<file path="src/trdb_defs.svh">
// widths and limits of the trace encoder, pulled in with `include by RTL and testbench files
`ifndef TRDB_DEFS_SVH
`define TRDB_DEFS_SVH

// core retirement view
`define TRDB_PC_LEN 32
`define TRDB_INST_LEN 32
`define TRDB_CAUSE_LEN 5
`define TRDB_TVAL_LEN 32
`define TRDB_PRIV_LEN 2

// branch map sizing, count must reach the full capacity
`define TRDB_BRANCH_MAP_LEN 8
`define TRDB_BRANCH_COUNT_LEN 4

// packets between two forced sync packets
`define TRDB_RESYNC_MAX 6

// packet output, payload in bits and length in bytes
`define TRDB_PAYLOAD_LEN 80
`define TRDB_LENGTH_LEN 4

// rv32 major opcodes of control transfer instructions
`define TRDB_OPC_BRANCH 7'b1100011
`define TRDB_OPC_JAL 7'b1101111
`define TRDB_OPC_JALR 7'b1100111

`endif

</file>
<file path="src/trdb_core_pkg.sv">
// types for the retirement view of the core, imported by the history stage and the encoder
`include "trdb_defs.svh"

package trdb_core_pkg;

    // instruction class after opcode decode
    typedef enum logic [1:0] {
        ITYPE_OTHER  = 2'd0,
        ITYPE_BRANCH = 2'd1,
        ITYPE_JAL    = 2'd2,
        ITYPE_JALR   = 2'd3
    } trdb_itype_e;

    // privilege level as reported by the core
    // 2 is reserved by the spec
    typedef enum logic [`TRDB_PRIV_LEN-1:0] {
        PRIV_U = 2'd0,
        PRIV_S = 2'd1,
        PRIV_M = 2'd3
    } trdb_priv_e;

endpackage

</file>
<file path="src/trdb_pkg.sv">
// types for the trace packets, imported by the encoder, the top level and the testbench
package trdb_pkg;

    // packet format in the type field
    // format 0 is optional and not produced
    typedef enum logic [1:0] {
        F_ADDR_BRANCH = 2'd1,
        F_ADDR_ONLY   = 2'd2,
        F_SYNC        = 2'd3
    } trdb_format_e;

    // subformat of a sync packet, first payload field
    typedef enum logic [1:0] {
        SF_START = 2'd0,
        SF_TRAP  = 2'd1
    } trdb_sync_subformat_e;

endpackage

</file>
<file path="src/trdb_inst_history.sv">
// samples the core each cycle into next/this/last slots and derives the encoder events
`include "trdb_defs.svh"

module trdb_inst_history import trdb_core_pkg::*; (
    input  logic                        clk_i,
    input  logic                        rst_ni,
    // core retirement view
    input  logic                        inst_valid_i,
    input  logic                        exception_i,
    input  logic                        interrupt_i,
    input  logic [`TRDB_CAUSE_LEN-1:0]  cause_i,
    input  logic [`TRDB_TVAL_LEN-1:0]   tval_i,
    input  logic [`TRDB_PRIV_LEN-1:0]   priv_lvl_i,
    input  logic [`TRDB_INST_LEN-1:0]   inst_data_i,
    input  logic [`TRDB_PC_LEN-1:0]     pc_i,
    input  logic                        trace_enable_i,
    // events of the this-cycle instruction
    output logic                        tc_qualified_o,
    output logic                        first_qualified_o,
    output logic                        final_qualified_o,
    output logic                        privchange_o,
    output logic                        tc_branch_o,
    output logic                        tc_taken_o,
    output logic [`TRDB_PC_LEN-1:0]     tc_iaddr_o,
    output trdb_priv_e                  tc_priv_o,
    // last-cycle instruction
    output logic                        lc_exception_o,
    output logic                        lc_interrupt_o,
    output logic [`TRDB_CAUSE_LEN-1:0]  lc_cause_o,
    output logic [`TRDB_TVAL_LEN-1:0]   lc_tval_o,
    output logic                        lc_updiscon_o
);

    // slot index, new samples enter at nc
    localparam int unsigned NC = 0;
    localparam int unsigned TC = 1;
    localparam int unsigned LC = 2;

    logic [2:0]                         valid_q;
    logic [2:0]                         qual_q;
    logic [2:0]                         exc_q;
    logic [2:0]                         intr_q;
    logic [2:0][`TRDB_CAUSE_LEN-1:0]    cause_q;
    logic [2:0][`TRDB_TVAL_LEN-1:0]     tval_q;
    logic [2:0][`TRDB_PRIV_LEN-1:0]     priv_q;
    // the address is not needed any more once the slot reaches lc
    logic [1:0][`TRDB_PC_LEN-1:0]       iaddr_q;
    trdb_itype_e                        itype_q [3];
    trdb_itype_e                        itype_d;
    logic [6:0]                         opcode;

    // opcode decode, invalid cycles carry no class
    assign opcode = inst_data_i[6:0];

    always_comb begin
        itype_d = ITYPE_OTHER;
        if (inst_valid_i) begin
            case (opcode)
                `TRDB_OPC_BRANCH: itype_d = ITYPE_BRANCH;
                `TRDB_OPC_JAL:    itype_d = ITYPE_JAL;
                `TRDB_OPC_JALR:   itype_d = ITYPE_JALR;
                default:          itype_d = ITYPE_OTHER;
            endcase
        end
    end

    // three stage shift, flags of an invalid cycle are forced low on entry
    always_ff @(posedge clk_i or negedge rst_ni) begin
        if (!rst_ni) begin
            valid_q <= '0;
            qual_q  <= '0;
            exc_q   <= '0;
            intr_q  <= '0;
            cause_q <= '0;
            tval_q  <= '0;
            priv_q  <= '0;
            iaddr_q <= '0;
            itype_q <= '{default: ITYPE_OTHER};
        end else begin
            valid_q <= {valid_q[1:0], inst_valid_i};
            qual_q  <= {qual_q[1:0], inst_valid_i & trace_enable_i};
            exc_q   <= {exc_q[1:0], inst_valid_i & exception_i};
            intr_q  <= {intr_q[1:0], inst_valid_i & interrupt_i};
            cause_q <= {cause_q[1:0], cause_i};
            tval_q  <= {tval_q[1:0], tval_i};
            priv_q  <= {priv_q[1:0], priv_lvl_i};
            iaddr_q <= {iaddr_q[0], pc_i};
            itype_q[LC] <= itype_q[TC];
            itype_q[TC] <= itype_q[NC];
            itype_q[NC] <= itype_d;
        end
    end

    // qualification edges seen from tc
    assign tc_qualified_o    = qual_q[TC];
    assign first_qualified_o = qual_q[TC] & ~qual_q[LC];
    assign final_qualified_o = qual_q[TC] & ~qual_q[NC];
    assign privchange_o      = valid_q[LC] & (priv_q[LC] != priv_q[TC]);

    assign tc_iaddr_o = iaddr_q[TC];
    assign tc_priv_o  = trdb_priv_e'(priv_q[TC]);

    // every instruction is 4 bytes, anything else in nc means the branch was taken
    assign tc_branch_o = qual_q[TC] & (itype_q[TC] == ITYPE_BRANCH);
    assign tc_taken_o  = iaddr_q[NC] != (iaddr_q[TC] + `TRDB_PC_LEN'(4));

    // trap info and uninferable jump of the previous instruction
    assign lc_exception_o = exc_q[LC];
    assign lc_interrupt_o = intr_q[LC];
    assign lc_cause_o     = cause_q[LC];
    assign lc_tval_o      = tval_q[LC];
    assign lc_updiscon_o  = itype_q[LC] == ITYPE_JALR;

endmodule

</file>
<file path="src/trdb_branch_map.sv">
// collects taken/not-taken bits of branches until the encoder flushes them into a packet
`include "trdb_defs.svh"

module trdb_branch_map (
    input  logic                                clk_i,
    input  logic                                rst_ni,
    // tc branch and its outcome
    input  logic                                branch_i,
    input  logic                                taken_i,
    // packet emitted this cycle
    input  logic                                flush_i,
    output logic [`TRDB_BRANCH_COUNT_LEN-1:0]   count_o,
    output logic [`TRDB_BRANCH_MAP_LEN-1:0]     map_o,
    output logic                                full_o
);

    logic [`TRDB_BRANCH_COUNT_LEN-1:0]  count_q;
    logic [`TRDB_BRANCH_MAP_LEN-1:0]    map_q;

    // current view already holds the tc branch
    // oldest branch sits at bit 0, new ones land above it
    always_comb begin
        count_o = count_q;
        map_o   = map_q;
        if (branch_i) begin
            count_o = count_q + `TRDB_BRANCH_COUNT_LEN'(1);
            map_o   = map_q | (`TRDB_BRANCH_MAP_LEN'(taken_i) << count_q);
        end
    end

    assign full_o = count_o == `TRDB_BRANCH_COUNT_LEN'(`TRDB_BRANCH_MAP_LEN);

    // flush wins, the tc bit leaves with the packet
    always_ff @(posedge clk_i or negedge rst_ni) begin
        if (!rst_ni) begin
            count_q <= '0;
            map_q   <= '0;
        end else if (flush_i) begin
            count_q <= '0;
            map_q   <= '0;
        end else begin
            count_q <= count_o;
            map_q   <= map_o;
        end
    end

endmodule

</file>
<file path="src/trdb_packet_encoder.sv">
// picks the packet for the tc instruction, builds its payload and counts packets for resync
`include "trdb_defs.svh"

module trdb_packet_encoder import trdb_pkg::*, trdb_core_pkg::*; (
    input  logic                                clk_i,
    input  logic                                rst_ni,
    // history view
    input  logic                                tc_qualified_i,
    input  logic                                first_qualified_i,
    input  logic                                final_qualified_i,
    input  logic                                privchange_i,
    input  logic [`TRDB_PC_LEN-1:0]             tc_iaddr_i,
    input  trdb_priv_e                          tc_priv_i,
    input  logic                                lc_exception_i,
    input  logic                                lc_interrupt_i,
    input  logic [`TRDB_CAUSE_LEN-1:0]          lc_cause_i,
    input  logic [`TRDB_TVAL_LEN-1:0]           lc_tval_i,
    input  logic                                lc_updiscon_i,
    // branch map view
    input  logic [`TRDB_BRANCH_COUNT_LEN-1:0]   branch_count_i,
    input  logic [`TRDB_BRANCH_MAP_LEN-1:0]     branch_map_i,
    input  logic                                map_full_i,
    output logic                                flush_o,
    // packet port
    output logic                                packet_valid_o,
    output trdb_format_e                        packet_type_o,
    output logic [`TRDB_LENGTH_LEN-1:0]         packet_length_o,
    output logic [`TRDB_PAYLOAD_LEN-1:0]        packet_payload_o
);

    localparam int unsigned RESYNC_W = $clog2(`TRDB_RESYNC_MAX + 1);

    logic                               emit;
    trdb_format_e                       fmt;
    trdb_sync_subformat_e               sub;
    logic [RESYNC_W-1:0]                resync_q;
    logic                               resync_max;
    logic [`TRDB_PAYLOAD_LEN-1:0]       payload;
    logic [`TRDB_LENGTH_LEN-1:0]        length;

    assign resync_max = resync_q == RESYNC_W'(`TRDB_RESYNC_MAX);

    // priority, only a qualified tc can emit
    always_comb begin
        emit = 1'b0;
        fmt  = F_ADDR_ONLY;
        sub  = SF_START;
        if (tc_qualified_i) begin
            if (first_qualified_i || privchange_i || resync_max) begin
                emit = 1'b1;
                fmt  = F_SYNC;
            end else if (lc_exception_i) begin
                // tc is the first handler instruction
                emit = 1'b1;
                fmt  = F_SYNC;
                sub  = SF_TRAP;
            end else if (lc_updiscon_i || final_qualified_i || map_full_i) begin
                emit = 1'b1;
                fmt  = (branch_count_i != '0) ? F_ADDR_BRANCH : F_ADDR_ONLY;
            end
        end
    end

    // payload fields packed from bit 0, upper bits stay zero
    always_comb begin
        payload = '0;
        length  = '0;
        case (fmt)
            F_SYNC: begin
                if (sub == SF_TRAP) begin
                    payload = `TRDB_PAYLOAD_LEN'({tc_iaddr_i, lc_tval_i, lc_cause_i,
                                                  lc_interrupt_i, tc_priv_i, sub});
                    // 74 bits
                    length  = `TRDB_LENGTH_LEN'(10);
                end else begin
                    payload = `TRDB_PAYLOAD_LEN'({tc_iaddr_i, tc_priv_i, sub});
                    // 36 bits
                    length  = `TRDB_LENGTH_LEN'(5);
                end
            end
            F_ADDR_BRANCH: begin
                payload = `TRDB_PAYLOAD_LEN'({tc_iaddr_i, branch_map_i, branch_count_i});
                // 44 bits
                length  = `TRDB_LENGTH_LEN'(6);
            end
            default: begin
                payload = `TRDB_PAYLOAD_LEN'(tc_iaddr_i);
                length  = `TRDB_LENGTH_LEN'(4);
            end
        endcase
    end

    // map clears on the same edge that registers the packet
    assign flush_o = emit;

    // control state
    always_ff @(posedge clk_i or negedge rst_ni) begin
        if (!rst_ni) begin
            packet_valid_o <= 1'b0;
            resync_q       <= '0;
        end else begin
            packet_valid_o <= emit;
            if (emit) begin
                // any sync packet restarts the count
                resync_q <= (fmt == F_SYNC) ? '0 : resync_q + RESYNC_W'(1);
            end
        end
    end

    // packet data, only meaningful with packet_valid_o
    always_ff @(posedge clk_i) begin
        if (emit) begin
            packet_type_o    <= fmt;
            packet_length_o  <= length;
            packet_payload_o <= payload;
        end
    end

endmodule

</file>
<file path="src/trace_debugger.sv">
// top level of the trace encoder, connects the core retirement port to the packet port
`include "trdb_defs.svh"

module trace_debugger import trdb_pkg::*, trdb_core_pkg::*; (
    input  logic                            clk_i,
    input  logic                            rst_ni,
    // core retirement port
    input  logic                            inst_valid_i,
    input  logic                            exception_i,
    input  logic                            interrupt_i,
    input  logic [`TRDB_CAUSE_LEN-1:0]      cause_i,
    input  logic [`TRDB_TVAL_LEN-1:0]       tval_i,
    input  logic [`TRDB_PRIV_LEN-1:0]       priv_lvl_i,
    input  logic [`TRDB_INST_LEN-1:0]       inst_data_i,
    input  logic [`TRDB_PC_LEN-1:0]         pc_i,
    input  logic                            trace_enable_i,
    // packet port, one cycle pulse and no back-pressure
    output logic                            packet_valid_o,
    output trdb_format_e                    packet_type_o,
    output logic [`TRDB_LENGTH_LEN-1:0]     packet_length_o,
    output logic [`TRDB_PAYLOAD_LEN-1:0]    packet_payload_o
);

    // history to encoder
    logic                               tc_qualified;
    logic                               first_qualified;
    logic                               final_qualified;
    logic                               privchange;
    logic [`TRDB_PC_LEN-1:0]            tc_iaddr;
    trdb_priv_e                         tc_priv;
    logic                               lc_exception;
    logic                               lc_interrupt;
    logic [`TRDB_CAUSE_LEN-1:0]         lc_cause;
    logic [`TRDB_TVAL_LEN-1:0]          lc_tval;
    logic                               lc_updiscon;
    // history to branch map
    logic                               tc_branch;
    logic                               tc_taken;
    // branch map and encoder
    logic [`TRDB_BRANCH_COUNT_LEN-1:0]  branch_count;
    logic [`TRDB_BRANCH_MAP_LEN-1:0]    branch_map;
    logic                               map_full;
    logic                               flush;

    trdb_inst_history i_history (
        .clk_i             (clk_i),
        .rst_ni            (rst_ni),
        .inst_valid_i      (inst_valid_i),
        .exception_i       (exception_i),
        .interrupt_i       (interrupt_i),
        .cause_i           (cause_i),
        .tval_i            (tval_i),
        .priv_lvl_i        (priv_lvl_i),
        .inst_data_i       (inst_data_i),
        .pc_i              (pc_i),
        .trace_enable_i    (trace_enable_i),
        .tc_qualified_o    (tc_qualified),
        .first_qualified_o (first_qualified),
        .final_qualified_o (final_qualified),
        .privchange_o      (privchange),
        .tc_branch_o       (tc_branch),
        .tc_taken_o        (tc_taken),
        .tc_iaddr_o        (tc_iaddr),
        .tc_priv_o         (tc_priv),
        .lc_exception_o    (lc_exception),
        .lc_interrupt_o    (lc_interrupt),
        .lc_cause_o        (lc_cause),
        .lc_tval_o         (lc_tval),
        .lc_updiscon_o     (lc_updiscon)
    );

    trdb_branch_map i_branch_map (
        .clk_i    (clk_i),
        .rst_ni   (rst_ni),
        .branch_i (tc_branch),
        .taken_i  (tc_taken),
        .flush_i  (flush),
        .count_o  (branch_count),
        .map_o    (branch_map),
        .full_o   (map_full)
    );

    trdb_packet_encoder i_encoder (
        .clk_i             (clk_i),
        .rst_ni            (rst_ni),
        .tc_qualified_i    (tc_qualified),
        .first_qualified_i (first_qualified),
        .final_qualified_i (final_qualified),
        .privchange_i      (privchange),
        .tc_iaddr_i        (tc_iaddr),
        .tc_priv_i         (tc_priv),
        .lc_exception_i    (lc_exception),
        .lc_interrupt_i    (lc_interrupt),
        .lc_cause_i        (lc_cause),
        .lc_tval_i         (lc_tval),
        .lc_updiscon_i     (lc_updiscon),
        .branch_count_i    (branch_count),
        .branch_map_i      (branch_map),
        .map_full_i        (map_full),
        .flush_o           (flush),
        .packet_valid_o    (packet_valid_o),
        .packet_type_o     (packet_type_o),
        .packet_length_o   (packet_length_o),
        .packet_payload_o  (packet_payload_o)
    );

endmodule

</file>
<file path="config.mk">
export PLATFORM = sky130hd
export DESIGN_NAME = trace_debugger
export DESIGN_NICKNAME = d
export VERILOG_FILES = /design/src/trdb_core_pkg.sv /design/src/trdb_pkg.sv /design/src/trdb_inst_history.sv /design/src/trdb_branch_map.sv /design/src/trdb_packet_encoder.sv /design/src/trace_debugger.sv
export VERILOG_INCLUDE_DIRS = /design/src /design/src/src
export SDC_FILE = /design/constraint.sdc
export NUM_CORES = 1
export LEC_CHECK = 0
export BUFFER_PORTS_ARGS = -buffer_cell sky130_fd_sc_hd__buf_2
export CAP_MARGIN = 20
export CORE_ASPECT_RATIO = 1.25
export CORE_MARGIN = 8
export CORE_UTILIZATION = 50
export DETAILED_ROUTE_END_ITERATION = 10
export GPL_ROUTABILITY_DRIVEN = 1
export PLACE_DENSITY = 0.83
export SETUP_SLACK_MARGIN = 0.15
export SYNTH_ARGS = -nofsm -noshare
export SYNTH_HDL_FRONTEND = slang
export SYNTH_SLANG_ARGS = --single-unit
</file>
<file path="constraint.sdc">
create_clock -name clk_i -period 3.45 [get_ports clk_i]
set_input_delay 0.5175 -clock clk_i [delete_from_list [all_inputs] [get_ports clk_i]]
set_output_delay 0.5175 -clock clk_i [all_outputs]
set_load 0.1 [all_outputs]
</file>
==> impl_metrics.toml <==
[status]
outcome = "finished clean"

[synthesis]
synth_edf_count = 80
synth_fa_ha_area_frac = 0.00459
synth_flop_cell = "dfrtp_1"
yosysSeqAreaShare = 0.713
synth_seq_cells = 295
avgSynthCellArea_um2 = 14.0
synth_area_leader_cell = "dfrtp_1"
yosys.area_share.xor_xnor = 0.0337
syn_inst = 782
synth_compound_area_frac = 0.0905
synthSimpleGateAreaFrac = 0.115
synth_top_area_share = 0.493
synth_top_family_by_area = "simple AND/OR/NAND/NOR gates"
yosysWarnings = 0
muxShareOfSynthArea = 0.0104
ys_top_cells_by_area = "dfrtp_1 (49%), edfxtp_1 (22%), nand2_1 (2.6%)"
synth.distinct_cells = 71
async_reset_ff_frac = 0.729
syn_area_um2 = 10900

[clock_network]
ctsResizeCount = 0
clk_latency_ns = 0.52
clockBufferDepth = 3
clkSinkCount = 295
cts_buffers = 26
path_clk_slew_ns = 0.07
htreeDepth = 1
cts_tree = "yes"
clockRootBuffer = "clkbuf_16"

[placement]
placed_cells = 1205
dpl_cell_area_um2 = 12100
numPortBuffers = 164
gp_congestion = 0.878
dp_slack_ns = 0.379
dp_hpwl_um = 17900

[timing]
finalHoldViolCount = 0
setup_violations = 0
finalWorstSetupSlack_ns = 0.352
maxClockFrequency_mhz = 323
rsz0062_at_grt = "no"
tightest_slew_ns = 0.851
finalMaxSlewViolations = 0
period_needed_ns = 3.10
fin_crit_sh = 0.898
finClkSkew_ns = 0.0103
fin_tns_setup_ns = 0
slew_headroom = 0.428

[hold_path]
hold_class = "in -> reg"
hold_path_depth = 1

[setup_path]
cp.required_ns = 3.70
cp_max_fo = 16
crit_type = "reg -> reg"
crit_path_end_kind = "register"
worstRegToRegCells = 10
worst_setup_path_start_kind = "register"
worstPathArrival_ns = 3.35

[global_routing]
gr-total-overflow = 0
grt_use_total = 0.185
grt_start_max_net_pins = 89
antenna_found_initial = 0
grt_pass1_wl_um = 39100
grt_pass1_vias = 7223

[power_and_ir_drop]
swShare = 0.289
internal_power_mw = 5.52
power.leakage_nw = 5.51
p_comb_frac = 0.146
seq_power_share = 0.509
p_per_area_nw_per_um2 = 603
ir_drop_mv = 0.681
p_sw_mw = 2.25
power_frac_clock = 0.345

[route]
drt_iter0_drc = 597
via_per_inst = 5.43
drt_pass1_iterations = 5
wl_um = 24800
wire_per_inst_um = 19.8
ant_nets = 0
route.detailed.drc = 0
via_count = 6803

[final_layout]
final_cell_mix = "dfrtp_1 (215), buf_2 (163), edfxtp_1 (80), nand2_1 (76), a21oi_1 (33)"
nNetsFinal = 1068
area_growth_pct = 18.1
layout.cells.most_common = "dfrtp_1"
stdcell_area_um2 = 12900
n_antenna_cell = 0
layout-drive-gt1-share = 0.272
utilization = 0.600
final_cells = 1253

[run]
max_cap_viol_count = 0

[die]
core_area_um2 = 21500
dieArea_um2 = 26800
fp.dieH_um = 181
die_w_um = 148
ios = 196
row_count = 60
initial_core_util = 0.508
## repair_timing
item / 4_1_cts / 5_1_grt
hold endpoints to repair: 57 / 0
setup buffers: 0 / 0
hold buffers: 1 / 0
## cell usage after synthesis, types with 4 or more instances
master	count
nand3_1	20
a222oi_1	9
o22ai_1	5
inv_1	12
dfrtp_1	215
mux2i_1	8
xnor2_1	20
nor2b_1	8
nor3b_1	4
edfxtp_1	80
a22oi_1	5
a221o_1	9
o21ai_2	10
clkbuf_1	27
and2_1	32
buf_4	15
nand4_1	14
nor4_1	5
buf_2	6
xor2_1	22
nand2_1	76
o21ai_0	24
nor2_1	22
nor3_1	11
nand2b_1	4
a22o_1	16
ha_1	4
a21oi_1	33
## power groups by stage
stage	Combinational [mW]	Clock, mW	Sequential [mW]
after floorplan	0.295	0	4.56
after global placement	1.13	0	4.01
after detailed placement	1.14	0	4.02
after CTS	1.14	2.73	3.96
after global routing	1.20	2.88	3.97
final	1.14	2.68	3.96
## routing by layer
metal | GRT usage | part of all wire
met1 | 0.243 | 0.40
met2 | 0.293 | 0.47
met3 | 0.0418 | 0.094
met4 | 0.0744 | 0.032
met5 | 0 | 0
## sequential cells by signal (all words and copies together), names as in the netlist, 3 cells and up
name,flops
i_history.cause_q,10
i_encoder.packet_length_o,4
i_history.priv_q,4
i_history.iaddr_q,32
i_history.lc_tval_o,32
i_branch_map.count_q,4
i_history.qual_q,3
i_history.tval_q,64
i_history.lc_cause_o,5
i_history.intr_q,3
i_history.itype_q,6
i_history.tc_iaddr_o,32
i_history.exc_q,3
i_encoder.resync_q,3
i_history.valid_q,3
i_encoder.packet_payload_o,74
i_branch_map.map_q,8
## cell type report
type                    count  area [µm²]
flip-flops and latches    295        7780
repair buffers            193        1090
inverters                  14        56.3
clock inverters            11        63.8
clock buffers              36         729
multi-input cells         425        2820
fillers                  1715        8580
well taps                 279         349
## path summary, 6_finish.rpt
path                       slack [ns]               startpoint                             to
max reg2reg                      0.35  i_history.tc_iaddr_o[2]  i_encoder.packet_payload_o[9]
min reg2reg                      0.34     i_history.cause_q[1]           i_history.cause_q[6]
max in group asynchronous        2.09                   rst_ni          i_branch_map.map_q[6]
min                               0.1               tval_i[27]           i_history.tval_q[27]
max                              0.35  i_history.tc_iaddr_o[2]  i_encoder.packet_payload_o[9]
min in group asynchronous        0.53                   rst_ni            i_history.priv_q[1]
## per-stage QoR
stage / power [mW] / hold slack (ns)
2_1_floorplan: 4.86 / 0.222
3_3_place_gp: 5.14 / 0.332
3_5_place_dp: 5.16 / 0.335
4_1_cts: 7.82 / 0.0830
5_1_grt: 8.05 / 0.0735
6_report: 7.77 / 0.0962
## worst max-delay path, stage by stage (launching register included)
cell and delay [ns]:
dfrtp_1 0.53, ha_1 0.29, nand2_1 0.16, nor4_4 0.39, nand2_2 0.16, nor4_4 0.30
xnor2_1 0.17, nor4b_1 0.22, and4b_1 0.30, buf_12 0.18, o211ai_1 0.11
## cells by family after synthesis
kind of cell	count (synthesis)
AO/OA/AOI/OAI	136
XOR/XNOR	42
adder cells (fa/ha/maj)	4
buffers and inverters	67
flip-flops	295
multiplexers	11
other	1
AND/OR/NAND/NOR	226
Power figures use the tool's default switching activity.
